File: config.mk
export PLATFORM = sky130hd
export DESIGN_NAME = commit_stage_top
export DESIGN_NICKNAME = d
export VERILOG_FILES = /design/src/design/commit_pkg.sv /design/src/design/commit_stage_top.sv /design/src/design/exception_commit.sv /design/src/design/dmem_wb_master.sv /design/src/design/mem_align.sv /design/src/design/exception_checker.sv
export VERILOG_INCLUDE_DIRS = /design/src /design/src/design
export SDC_FILE = /design/constraint.sdc
export NUM_CORES = 1
export LEC_CHECK = 0
export BUFFER_PORTS_ARGS = -buffer_cell sky130_fd_sc_hd__buf_2
export CORE_MARGIN = 4
export CORE_UTILIZATION = 33
export DETAILED_ROUTE_END_ITERATION = 6
export PLACE_DENSITY_LB_ADDON = 0.12
export SLEW_MARGIN = 20
export SYNTH_ARGS = -nofsm -noshare
export SYNTH_HDL_FRONTEND = slang
export SYNTH_HIERARCHICAL = 1
export SYNTH_SLANG_ARGS = --single-unit
export TNS_END_PERCENT = 100
File: constraint.sdc
create_clock -name clk -period 27.3 [get_ports clk]
set_input_delay 2.73 -clock clk [delete_from_list [all_inputs] [get_ports clk]]
set_output_delay 2.73 -clock clk [all_outputs]
set_load 0.02 [all_outputs]
File: src/design/commit_defs.svh
`ifndef COMMIT_DEFS_SVH
`define COMMIT_DEFS_SVH

// datapath and cause field widths
`define COMMIT_XLEN  32
`define COMMIT_EXC_W 5

// external interrupt lines, one im bit each
`define COMMIT_NINT  6

// cause register exception codes
`define EXC_INT  5'd0
`define EXC_ADEL 5'd4
`define EXC_ADES 5'd5
`define EXC_SYS  5'd8
`define EXC_BP   5'd9
`define EXC_RI   5'd10
`define EXC_OV   5'd12

`endif
File: src/design/commit_pkg.sv
`default_nettype none
`include "commit_defs.svh"

package commit_pkg;

    typedef logic [`COMMIT_XLEN-1:0] word_t;
    typedef logic [`COMMIT_EXC_W-1:0] exc_code_t;
    typedef logic [4:0] reg_idx_t;

    // 0 byte, 1 half, 2 word
    typedef logic [1:0] mem_size_t;

    typedef enum logic [2:0] {
        ALU,
        LOAD,
        STORE,
        SYSCALL,
        BREAK,
        RESERVED
    } op_e;

    typedef struct packed {
        logic      valid;
        word_t     pc;
        op_e       op;
        reg_idx_t  destreg;
        logic      regwrite;
        // alu result or effective address
        word_t     result;
        word_t     store_data;
        mem_size_t mem_size;
        logic      load_signed;
        logic      overflow;
    } exec_data_t;

    typedef struct packed {
        logic     valid;
        word_t    pc;
        reg_idx_t destreg;
        logic     regwrite;
        word_t    wdata;
    } commit_t;

    typedef struct packed {
        exc_code_t code;
        word_t     epc;
        word_t     badvaddr;
    } exception_t;

    typedef struct packed {
        logic                   ie;
        logic                   exl;
        logic [`COMMIT_NINT-1:0] im;
    } status_t;

    typedef enum logic {
        IDLE,
        WAIT_ACK
    } bus_state_e;

    typedef struct packed {
        logic       we;
        word_t      adr;
        word_t      wdata;
        logic [3:0] sel;
    } mem_req_t;

endpackage

`default_nettype wire

File: src/design/commit_stage_top.sv
`timescale 1ns/1ps
`default_nettype none
`include "commit_defs.svh"

module commit_stage_top (
    input  logic                          clk,
    input  logic                          reset,
    input  commit_pkg::exec_data_t [1:0]  in_pair,
    input  logic                          in_valid,
    output logic                          in_ready,
    input  commit_pkg::status_t           status,
    input  logic [`COMMIT_NINT-1:0]       ext_int,
    output commit_pkg::commit_t [1:0]     commit_pair,
    output logic                          exc_valid,
    output commit_pkg::exception_t        exc_data,
    output logic                          cyc,
    output logic                          stb,
    output logic                          we,
    output commit_pkg::word_t             adr,
    output commit_pkg::word_t             dat_w,
    output logic [3:0]                    sel,
    input  commit_pkg::word_t             dat_r,
    input  logic                          ack
);

    logic mem_start;
    commit_pkg::mem_req_t mem_req;
    logic busy;
    logic mem_done;
    commit_pkg::word_t mem_rdata;

    exception_commit u_commit (
        .clk, .reset, .in_pair, .in_valid, .in_ready, .status, .ext_int,
        .mem_start, .mem_req, .busy, .mem_done, .rdata(mem_rdata),
        .commit_pair, .exc_valid, .exc_data
    );

    dmem_wb_master u_wb (
        .clk, .reset, .mem_start, .req(mem_req), .busy, .mem_done, .rdata(mem_rdata),
        .cyc, .stb, .we, .adr, .dat_w, .sel, .dat_r, .ack
    );

endmodule

`default_nettype wire

File: src/design/exception_commit.sv
`timescale 1ns/1ps
`default_nettype none
`include "commit_defs.svh"

module exception_commit (
    input  logic                          clk,
    input  logic                          reset,
    input  commit_pkg::exec_data_t [1:0]  in_pair,
    input  logic                          in_valid,
    output logic                          in_ready,
    input  commit_pkg::status_t           status,
    input  logic [`COMMIT_NINT-1:0]       ext_int,
    output logic                          mem_start,
    output commit_pkg::mem_req_t          mem_req,
    input  logic                          busy,
    input  logic                          mem_done,
    input  commit_pkg::word_t             rdata,
    output commit_pkg::commit_t [1:0]     commit_pair,
    output logic                          exc_valid,
    output commit_pkg::exception_t        exc_data
);

    commit_pkg::commit_t [1:0] lane_out;
    commit_pkg::exception_t [1:0] lane_exc;
    logic [1:0] lane_exc_valid;
    logic [1:0] lane_mem_ok;
    commit_pkg::exception_t pick_exc;
    logic accept;
    logic has_mem;
    logic pending;
    commit_pkg::exec_data_t mem_src;
    commit_pkg::exec_data_t align_in;
    commit_pkg::word_t load_value;
    commit_pkg::commit_t [1:0] hold_commit;
    commit_pkg::exec_data_t hold_mem;
    logic hold_lane;
    logic hold_exc_valid;
    commit_pkg::exception_t hold_exc;
    commit_pkg::commit_t [1:0] done_pair;

    // lane 1 is older and never killed
    exception_checker u_chk1 (
        .in(in_pair[1]), .kill(1'b0), .status, .ext_int,
        .out(lane_out[1]), .exc_valid(lane_exc_valid[1]), .exc(lane_exc[1]),
        .mem_ok(lane_mem_ok[1])
    );

    // interrupts are taken on the older lane only
    exception_checker u_chk0 (
        .in(in_pair[0]), .kill(lane_exc_valid[1]), .status, .ext_int('0),
        .out(lane_out[0]), .exc_valid(lane_exc_valid[0]), .exc(lane_exc[0]),
        .mem_ok(lane_mem_ok[0])
    );

    assign pick_exc = lane_exc_valid[1] ? lane_exc[1] : lane_exc[0];

    assign in_ready = ~pending & ~busy;
    assign accept = in_valid & in_ready;
    assign has_mem = |lane_mem_ok;
    assign mem_src = lane_mem_ok[1] ? in_pair[1] : in_pair[0];

    // aligner follows the held access once it is on the bus
    assign align_in = pending ? hold_mem : mem_src;

    mem_align u_align (
        .req_in(align_in), .rdata, .req(mem_req), .load_value
    );

    assign mem_start = accept & has_mem;

    always_ff @(posedge clk)
    begin
        if (accept && has_mem)
        begin
            hold_commit <= lane_out;
            hold_mem <= mem_src;
            hold_lane <= lane_mem_ok[1];
            hold_exc_valid <= |lane_exc_valid;
            hold_exc <= pick_exc;
        end
    end

    always_comb
    begin
        done_pair = hold_commit;
        if (hold_mem.op == commit_pkg::LOAD)
            done_pair[hold_lane].wdata = load_value;
    end

    always_ff @(posedge clk)
    begin
        if (reset)
        begin
            pending <= 1'b0;
            commit_pair <= '0;
            exc_valid <= 1'b0;
            exc_data <= '0;
        end
        else
        begin
            commit_pair[0].valid <= 1'b0;
            commit_pair[1].valid <= 1'b0;
            exc_valid <= 1'b0;
            if (pending && mem_done)
            begin
                pending <= 1'b0;
                commit_pair <= done_pair;
                exc_valid <= hold_exc_valid;
                exc_data <= hold_exc;
            end
            else if (accept && has_mem)
                pending <= 1'b1;
            else if (accept)
            begin
                commit_pair <= lane_out;
                exc_valid <= |lane_exc_valid;
                exc_data <= pick_exc;
            end
        end
    end

endmodule

`default_nettype wire

File: src/design/dmem_wb_master.sv
`timescale 1ns/1ps
`default_nettype none

module dmem_wb_master (
    input  logic                 clk,
    input  logic                 reset,
    input  logic                 mem_start,
    input  commit_pkg::mem_req_t req,
    output logic                 busy,
    output logic                 mem_done,
    output commit_pkg::word_t    rdata,
    output logic                 cyc,
    output logic                 stb,
    output logic                 we,
    output commit_pkg::word_t    adr,
    output commit_pkg::word_t    dat_w,
    output logic [3:0]           sel,
    input  commit_pkg::word_t    dat_r,
    input  logic                 ack
);

    commit_pkg::bus_state_e state;
    commit_pkg::mem_req_t bus_req;

    always_ff @(posedge clk)
    begin
        if (reset)
        begin
            state <= commit_pkg::IDLE;
            mem_done <= 1'b0;
        end
        else
        begin
            mem_done <= 1'b0;
            case (state)
                commit_pkg::IDLE:
                    if (mem_start)
                        state <= commit_pkg::WAIT_ACK;
                commit_pkg::WAIT_ACK:
                    if (ack)
                    begin
                        state <= commit_pkg::IDLE;
                        mem_done <= 1'b1;
                    end
                default:
                    state <= commit_pkg::IDLE;
            endcase
        end
    end

    always_ff @(posedge clk)
    begin
        if (state == commit_pkg::IDLE && mem_start)
            bus_req <= req;
        if (state == commit_pkg::WAIT_ACK && ack)
            rdata <= dat_r;
    end

    assign busy = (state != commit_pkg::IDLE);

    // held on the bus until the ack edge
    assign cyc = (state == commit_pkg::WAIT_ACK);
    assign stb = (state == commit_pkg::WAIT_ACK);
    assign we = bus_req.we;
    assign adr = bus_req.adr;
    assign dat_w = bus_req.wdata;
    assign sel = bus_req.sel;

endmodule

`default_nettype wire

File: src/design/mem_align.sv
`timescale 1ns/1ps
`default_nettype none

module mem_align (
    input  commit_pkg::exec_data_t req_in,
    input  commit_pkg::word_t      rdata,
    output commit_pkg::mem_req_t   req,
    output commit_pkg::word_t      load_value
);

    logic [4:0] shamt;
    commit_pkg::word_t lane_data;

    // byte offset in bits
    assign shamt = {req_in.result[1:0], 3'b000};

    assign req.we = (req_in.op == commit_pkg::STORE);
    assign req.adr = {req_in.result[$bits(commit_pkg::word_t)-1:2], 2'b00};

    // addressed lanes moved down to bit 0
    assign lane_data = rdata >> shamt;

    always_comb
    begin
        case (req_in.mem_size)
            2'd0:
            begin
                req.wdata = commit_pkg::word_t'(req_in.store_data[7:0]) << shamt;
                req.sel = 4'b0001 << req_in.result[1:0];
                load_value = {{24{req_in.load_signed & lane_data[7]}}, lane_data[7:0]};
            end
            2'd1:
            begin
                req.wdata = commit_pkg::word_t'(req_in.store_data[15:0]) << shamt;
                req.sel = 4'b0011 << req_in.result[1:0];
                load_value = {{16{req_in.load_signed & lane_data[15]}}, lane_data[15:0]};
            end
            default:
            begin
                req.wdata = req_in.store_data;
                req.sel = 4'b1111;
                load_value = rdata;
            end
        endcase
    end

endmodule

`default_nettype wire

File: src/design/exception_checker.sv
`timescale 1ns/1ps
`default_nettype none
`include "commit_defs.svh"

module exception_checker (
    input  commit_pkg::exec_data_t   in,
    input  logic                     kill,
    input  commit_pkg::status_t      status,
    input  logic [`COMMIT_NINT-1:0]  ext_int,
    output commit_pkg::commit_t      out,
    output logic                     exc_valid,
    output commit_pkg::exception_t   exc,
    output logic                     mem_ok
);

    logic live;
    logic is_mem;
    logic int_pend;
    logic misaligned;

    assign live = in.valid & ~kill;
    assign is_mem = (in.op == commit_pkg::LOAD) || (in.op == commit_pkg::STORE);
    assign int_pend = (|(ext_int & status.im)) & status.ie & ~status.exl;

    always_comb
    begin
        case (in.mem_size)
            2'd0: misaligned = 1'b0;
            2'd1: misaligned = in.result[0];
            default: misaligned = |in.result[1:0];
        endcase
    end

    // highest priority cause wins
    always_comb
    begin
        exc_valid = 1'b1;
        exc.code = `EXC_INT;
        exc.epc = in.pc;
        exc.badvaddr = '0;
        if (int_pend)
            exc.code = `EXC_INT;
        else if (in.op == commit_pkg::RESERVED)
            exc.code = `EXC_RI;
        else if (in.op == commit_pkg::SYSCALL)
            exc.code = `EXC_SYS;
        else if (in.op == commit_pkg::BREAK)
            exc.code = `EXC_BP;
        else if (in.overflow)
            exc.code = `EXC_OV;
        else if (is_mem && misaligned)
        begin
            exc.code = (in.op == commit_pkg::LOAD) ? `EXC_ADEL : `EXC_ADES;
            exc.badvaddr = in.result;
        end
        else
            exc_valid = 1'b0;
        if (!live)
            exc_valid = 1'b0;
    end

    assign out.valid = live & ~exc_valid;
    assign out.pc = in.pc;
    assign out.destreg = in.destreg;
    assign out.regwrite = in.regwrite & live & ~exc_valid;
    assign out.wdata = in.result;

    assign mem_ok = live & ~exc_valid & is_mem;

endmodule

`default_nettype wire

**After elaboration in Yosys (flattened, before gate mapping)**

Cells that the tools add are included.
Widths: inputs -> output; s select.

- Register bits after elaboration: 604
- Output and inout bits: 284

- Order comparisons: 2
- Equality and inequality tests: 16
- Shift operators: 5
- Mux-type cells: 61
- Bitwise logic cells: 22
- Reductions and logical operators: 21

Operators with widths:

| operator | count |
|---|---|
| $mux 142 | 4 |
| $mux 32 | 12 |
| $mux 69 | 3 |
| $mux 77 | 2 |
| $bwmux 142 | 1 |
| $pmux 36 s2 | 1 |
| $demux 71 s1 | 1 |
| $mux 68 | 1 |
| $pmux 32 s2 | 1 |
| $mux 4 | 9 |
| $shl 16x5->32 | 1 |
| $shl 8x5->32 | 1 |
| $shr 32x5->16 | 1 |
| $mux 1 | 21 |
| $and 1x1->1 | 16 |
| $eq 3x2->1 const B | 5 |
| $eq 3x3->1 const B | 4 |
| $reduce_or 2->1 | 6 |
| $eq 3x1->1 const B | 3 |
| $logic_and 1x1->1 | 7 |
| $and 6x6->6 | 1 |
| $eq 2x1->1 const B | 3 |
| $logic_not 2->1 | 3 |
| $mux 3 | 2 |
| other kinds (11) | 18 |

**Longest topological paths before layout**

Gate-level depths: netlist of the first run.

- Word-level depth: 21
- Gate-level depth with buffers: 18
- Mapped depth without buffers: 12

**By module**

The synthesis of the first run kept the hierarchy.

Modules (own cells, without submodules):

| module | times used | cells an instance | area each (sq um) | sequential area each (sq um) |
|---|---|---|---|---|
| exception_commit | 1 | 1812 | 24278.3 | 13963.4 |
| dmem_wb_master | 1 | 110 | 3125.5 | 3072.9 |
| exception_checker | 2 | 178 | 1535.2 | 0.0 |
| mem_align | 1 | 236 | 1478.9 | 0.0 |

**Worst setup path before layout of the first run**

No wires, ideal clock.

- Kind: input port to flip-flop
- From: input port in_pair[113] in the netlist's numbering
- To: register, netlist name u_wb/adr[0]
- Library setup time: 0.506 ns
- Data arrival time: 21.652 ns
- Data required time: 26.794 ns
- Path slack: 5.142 ns
- Cell stages on the path: 12
- Path through: o21ai_0 > a211o_1 > buf_6 > buf_6 > a31oi_1 > nand2b_1 > nand4b_1 > nor4b_1 > nor2_2 > clkbuf_1 > nor2_1 > nor2b_1

RTL lines:

| item | line | RTL |
|---|---|---|
| start, declared | commit_stage_top.sv:8 | `input commit_pkg::exec_data_t [1:0] in_pair,` |

**Final worst setup path of the first run**

- From: input port in_pair[113] in the netlist's numbering
- To: register u_commit/hold_commit[124] in the netlist's numbering, enable pin

- Longest elaborated chain between the ends: 18
- Elaborated cells on any way between the ends: 21
- Classes of those cells: eq/ne: 1; mux: 9; bitwise: 7; reduce/logical: 4

Ends and longest elaborated chain:

| item | line | RTL |
|---|---|---|
| $eq 2x1->1 or $logic_not 2->1 (tied branches) | exception_checker.sv:27 | `case (in.mem_size)` |
| $pmux 1 s2 * | exception_checker.sv:27 |  |
| $logic_and 1x1->1 * | exception_checker.sv:51 | `else if (is_mem && misaligned)` |
| $mux 1 * | exception_checker.sv:51 |  |
| $mux 1 * | exception_checker.sv:49 | `else if (in.overflow)` |
| $mux 1 * | exception_checker.sv:47 | `else if (in.op == commit_pkg::BREAK)` |
| $mux 1 * | exception_checker.sv:45 | `else if (in.op == commit_pkg::SYSCALL)` |
| $mux 1 * | exception_checker.sv:43 | `else if (in.op == commit_pkg::RESERVED)` |
| [2 not listed] | - |  |
| via u_commit.lane_exc_valid[1] | exception_commit.sv:25 | `logic [1:0] lane_exc_valid;` |
| $not 1->1 * | exception_checker.sv:21 | `assign live = in.valid & ~kill;` |
| $and 1x1->1 * | exception_checker.sv:21 |  |
| $mux 1 | exception_checker.sv:58 | `if (!live)` |
| $not 1->1 | exception_checker.sv:68 | `assign mem_ok = live & ~exc_valid & is_mem;` |
| $and 1x1->1 * (2 in a row) | exception_checker.sv:68 |  |
| via u_commit.lane_mem_ok[0] | exception_commit.sv:26 | `logic [1:0] lane_mem_ok;` |
| $reduce_or 2->1 * | exception_commit.sv:59 | `assign has_mem = \|lane_mem_ok;` |
| $logic_and 1x1->1 * | exception_commit.sv:73 | `if (accept && has_mem)` |
| end signal, assigned | exception_commit.sv:75 | `hold_commit <= lane_out;` |
| end, declared | exception_commit.sv:34 | `commit_pkg::commit_t [1:0] hold_commit;` |

The timed path passes the listed nets; every way through them passes the cells marked *.
A chain may end at the register's enable or synchronous reset.

==> results_dict.tcl, run 1 <==
set metrics [dict create \
    cts.clk_slew.worst_paths_ps 60 \
    worst_setup_path_start_kind "input port" \
    clkLatencyLatePin_ps 620 \
    wl_per_cell_um 28.18 \
    setup_tns_ps 0 \
    rows 110 \
    finalSetupViolations 0 \
    grt_pass1_vias 21060 \
    drive_gt1_share_pct 41.32 \
    powerDensity_nw_per_um2 65.31 \
    vias_per_cell 5.469 \
    cp_data_arrival_time_ps 7970 \
    cts_root_buf "clkbuf_16" \
    slew_violations 39 \
    dr.pass1.iters 5 \
    grt_pass1_wl_mm 154.6 \
    tightest_slew_ps 8947 \
    mostFrequentLayoutCells "552 x buf_2, 384 x edfxtp_1, 214 x mux2_2" \
    fin_skew_ps 20.62 \
    postSynthAreaPerCell_um2 12.49 \
    min_path_type "flip-flop to flip-flop" \
    status "finished with violations" \
    cts_tree "built" \
    drcViolationCount 0 \
    cp.required_ps 27540 \
    core_area_um2 89870 \
    p_comb_share_pct 10.8 \
    grt_overflow_total 0 \
    pin_count 554 \
    switchingPower_mw 0.5798 \
    syn-instance-count 2389 \
    timing.fmax_mhz 129.3 \
    num_vias 21000 \
    power_frac_clock_pct 43.6 \
    post-cts-setup-buffers 0 \
    gp_congestion 0.8415 \
    clock_sinks 599 \
    critPathKind "input port to flip-flop" \
    cts_resized 0 \
    die_y_um 308.7 \
    holdBufCountCts 0 \
    peakVddDrop_v 0.00004773 \
    antenna_left 0 \
    die_area_um2 95260 \
    grt_usage_pct 21.83 \
    end_kind "flip-flop" \
    antenna_found_initial 17 \
    mostFrequentLayoutCell "buf_2" \
    grt_max_degree 107 \
    nFillCells 8802 \
    drv_cap 0 \
    syn2layout_area_growth_pct 13.26 \
    relSlewSlack_pct -500.5 \
    swShare_pct 26.28 \
    failed_checks "max-slew violations" \
    yosysWarnings 6 \
    finalCriticalPeriod_ps 7732 \
    cts_buffer_depth 3 \
    critPathMaxFanout 67 \
    leakage_nw 11.96 \
    dp_hpwl_mm 71.08 \
    placed_cell_area_um2 31380 \
    routed_wl_mm 108.2 \
    fin_crit_sh_pct 28.32 \
    start_util_pct 33.19 \
    cts_made_buffers 74 \
    power_frac_seq_pct 45.6 \
    nNetsFinal 2863 \
    finalHoldViolCount 0 \
    rsz0062_at_grt "false" \
    die_w_um 308.7 \
    htreeDepth 3 \
    syn_area_um2 29830 \
    final_area_um2 33780 \
    drt_iter0_drc 1429 \
    port_buffers 553 \
    p_int_mw 1.627 \
]
## flip-flops by register name, indices dropped and copies added (netlist names), 4 cells and up
signal / count
u_wb/adr: 32
u_commit/hold_mem: 70
u_wb/sel: 4
u_commit/hold_exc: 69
u_commit/exc_data: 69
u_wb/dat_w: 32
u_wb/rdata: 32
u_commit/hold_commit: 142
u_commit/commit_pair: 142
## power groups by stage
| stage | Sequential, mW | Clock (mW) | Combinational [mW] |
|---|---|---|---|
| after floorplan | 1.05 | 0 | 0.141 |
| after global placement | 1.02 | 0 | 0.236 |
| after detailed placement | 1.03 | 0 | 0.238 |
| after CTS | 1.01 | 0.992 | 0.239 |
| after global routing | 1.01 | 1.03 | 0.254 |
| final | 1.01 | 0.963 | 0.237 |
## cell type report
| type | instances | area [µm²] | area share [%] |
|---|---|---|---|
| repair buffers | 593 | 3089 | 9.144 |
| clock inverters | 45 | 361.6 | 1.070 |
| multi-input cells | 1316 | 10970 | 32.46 |
| diodes | 9 | 22.52 | 0.06666 |
| clock buffers | 93 | 1997 | 5.911 |
| inverters | 9 | 33.78 | 0.1000 |
| flip-flops and latches | 599 | 15840 | 46.89 |
| well taps | 1176 | 1471 | 4.355 |
## path summary, 6_finish.rpt
check | from | to | slack (ps) | cells past startpoint
max | in_pair[113] | u_commit/hold_commit[124]$_DFFE_PN_ | 19570 | 12
min | u_commit/commit_pair[62]$_SDFFE_PP0P_ | u_commit/commit_pair[62]$_SDFFE_PP0P_ | 490 | 2
max reg2reg | u_commit/pending$_SDFFE_PP0N_ | u_commit/commit_pair[19]$_SDFFE_PP0P_ | 23030 | 9
min reg2reg | u_commit/commit_pair[62]$_SDFFE_PP0P_ | u_commit/commit_pair[62]$_SDFFE_PP0P_ | 490 | 2
## critical path, stage by stage
cell and delay [ps]:
buf_2 110, o21ai_0 930, a211o_2 310, a31oi_4 80
buf_4 300, nand2b_1 240, nand4b_1 260, nor4b_1 630
nor2_4 100, nor2_4 410, buf_4 860, buf_4 850
## metal layers
layer | part of all wire [%] | wire, µm | track usage, % | vias to the layer above
li1 | - | - | - | 9407
met1 | 44 | 47340 | 29.33 | 10700
met2 | 47 | 50580 | 35.63 | 756
met3 | 7.6 | 8179 | 5.642 | 132
met4 | 1.9 | 2048 | 4.785 | 6
met5 | 0.043 | 46 | 0 | -
## stage by stage
stage | cells | hold WS, ps | util (%) | power (mW) | worst slack (ps)
after floorplan | 2396 | 477.0 | - | 1.189 | 6829
after CTS | 3830 | 488.9 | 37.54 | 2.237 | 19100
after global routing | 3833 | 507.8 | 37.57 | 2.294 | 19390
final | 3840 | 488.2 | 37.59 | 2.207 | 19570
after detailed placement | 3692 | 481.1 | 34.92 | 1.263 | 18430
after global placement | 3692 | 475.2 | 34.92 | 1.261 | 18560
Note: power is estimated with default switching activity, not from simulation.
==> run 2, diff against run 1 <==
- clock period: 27.3 -> 6.9 ns (I/O delays scaled with it)
==> run 2 against run 1 <==
Effect of this change: the flow still finishes with violations (max-slew violations); hold slack got worse by 230 ps; design area barely moved; combinational power rose to 4.0 times the previous value; first-iteration DRC count rose by 12%; clock skew fell by 0.81 ps; power rose to 4.0 times the previous value; sequential power rose to 3.9 times the previous value; via count rose by 0.25%; non-clock buffer count fell by 9; largest power group unchanged; count of clock-buffer cells in the layout rose by 15; cell count fell by 0.34%.
==> results_dict.tcl, run 2 (synthesized netlist as in run 1, its figures left out) <==
set metrics [dict create \
    setup_tns_ps 0 \
    drt_iter0_drc 1597 \
    post-cts-setup-buffers 0 \
    setup_ws_ps 2165 \
    dp_hpwl_mm 70.24 \
    slowest_delay_ps 700 \
    antenna_found_initial 22 \
    finalSetupViolations 0 \
    die_area_um2 95260 \
    vias_per_cell 5.501 \
    failed_checks "max-slew violations" \
    dr.pass1.iters 6 \
    top_regs "u_commit/commit_pair: 142 flops, u_commit/hold_commit: 142 flops, u_commit/hold_mem: 70 flops" \
    finalCriticalPeriod_ps 4735 \
    holdBufCountCts 0 \
    die_w_um 308.7 \
    hold_depth 1 \
    min_to "u_wb/rdata[10]$_DFFE_PP_" \
    reg2reg_depth 8 \
    mostFrequentLayoutCell "buf_2" \
    cpMaxStageDelayCell "nor2b_2" \
    finalHoldViolCount 0 \
    grt_pass1_vias 21110 \
    pin_count 554 \
    grt_usage_pct 21.98 \
    antenna_left 0 \
    tightest_slew_ps 8605 \
    drive_gt1_share_pct 40.84 \
    drcViolationCount 0 \
    clkLatencyLatePin_ps 620 \
    r2r_end "u_commit/commit_pair[92]$_SDFFE_PP0P_" \
    timing.fmax_mhz 211.2 \
    grt_overflow_total 0 \
    grt_max_degree 167 \
    worst_setup_path_start_kind "input port" \
    wl_per_cell_um 28.44 \
    reg2reg_slack_ps 3050 \
    cp_common_cell "mux2_2" \
    syn2layout_area_growth_pct 13.23 \
    slew_violations 39 \
    crit_family "compound AO/OA/AOI/OAI gates" \
    gp_congestion 0.8493 \
    cts_root_buf "clkbuf_16" \
    status "finished with violations" \
    drv_cap 0 \
    mostFrequentLayoutCells "552 x buf_2, 384 x edfxtp_1, 214 x mux2_2" \
    relSlewSlack_pct -477.5 \
    post-place-ws_ps 1690 \
    htreeDepth 3 \
    fin_skew_ps 19.82 \
    end_kind "flip-flop" \
    critPathKind "input port to flip-flop" \
    core_area_um2 89870 \
    clock_sinks 599 \
    start_util_pct 33.19 \
    routed_wl_mm 108.8 \
    dp.cells 3684 \
    num_vias 21050 \
    cts_tree "built" \
    port_buffers 553 \
    cts_resized 0 \
    powerDensity_nw_per_um2 258.4 \
    rows 110 \
    crit_chain "buf_2, a22oi_1, a311oi_4, nor4b_2, buf_4, mux2_2, mux2_2, nor2b_2, o2bb2ai_1, a32o_2, a21o_1, nand3b_1, mux2i_1, a2111oi_1" \
    nFillCells 8762 \
    grt_pass1_wl_mm 155.2 \
    whs_ps 255.2 \
    cts.clk_slew.worst_paths_ps 60 \
    cts_made_buffers 75 \
    r2r_start "u_commit/pending$_SDFFE_PP0N_" \
    placed_cell_area_um2 31420 \
    critPathMaxFanout 26 \
    die_y_um 308.7 \
    min_path_type "input port to flip-flop" \
    rsz0062_at_grt "false" \
    cp.buffers_inverters 2 \
    cp.required_ps 7380 \
    fin_crit_sh_pct 68.62 \
    leakage_nw 11.94 \
    cts_buffer_depth 3 \
    nNetsFinal 2855 \
    peakVddDrop_v 0.0001808 \
    cp_data_arrival_time_ps 5210 \
    final_area_um2 33770 \
    fin_cells 3827 \
    min-delay-start "dat_r[10]" \
]
## run 2: worst max-delay path by stage
stage	start	endpoint	slack, ps	cells after the start
2_1_floorplan	in_pair[113]	u_wb/adr[0]$_DFFE_PP_	-2360	12
3_3_place_gp	ext_int[0]	u_commit/commit_pair[91]$_SDFFE_PP0P_	1870	14
3_5_place_dp	ext_int[0]	u_commit/commit_pair[88]$_SDFFE_PP0P_	1690	14
4_1_cts	ext_int[0]	u_commit/commit_pair[102]$_SDFFE_PP0P_	2340	14
5_1_grt	ext_int[0]	u_commit/commit_pair[91]$_SDFFE_PP0P_	1860	14
6_report	status[3]	u_commit/commit_pair[92]$_SDFFE_PP0P_	2170	14
## run 2: layout make-up
| class | instances | area [µm²] | share of cell area [%] |
|---|---|---|---|
| Sequential cell | 599 | 15840 | 46.91 |
| Multi-Input combinational cell | 1316 | 11010 | 32.59 |
| Timing Repair Buffer | 584 | 3072 | 9.095 |
| Clock buffer | 108 | 2113 | 6.257 |
| Tap cell | 1176 | 1471 | 4.357 |
| Clock inverter | 26 | 210.2 | 0.6224 |
| Inverter | 9 | 36.28 | 0.1074 |
| Antenna cell | 9 | 22.52 | 0.06668 |
## run 2: layer usage
layer / wire length, µm / global-route usage (%) / vias to the layer above / share of wire, %
li1: - / - / 9394 / -
met5: 89 / 0 / - / 0.082
met4: 2941 / 6.049 / 14 / 2.7
met3: 9219 / 6.682 / 161 / 8.5
met2: 49920 / 35.21 / 838 / 46
met1: 46670 / 28.94 / 10650 / 43
## run 2: power by group
| part | leakage, nW | total [mW] | internal (mW) | switching (mW) |
|---|---|---|---|---|
| sequential | 5.16 | 3.98 | 3.92 | 0.0639 |
| combinational | 5.65 | 0.939 | 0.335 | 0.603 |
| clock | 1.13 | 3.81 | 2.24 | 1.57 |
| total | 11.9 | 8.73 | 6.49 | 2.24 |
## run 2: metrics by stage
stage               utilization [%]  power [mW]
floorplan                         -       4.702
global placement              34.96       4.990
detailed placement            34.96       4.999
CTS                           37.55       8.850
global route                  37.56       9.062
finish                        37.58       8.729
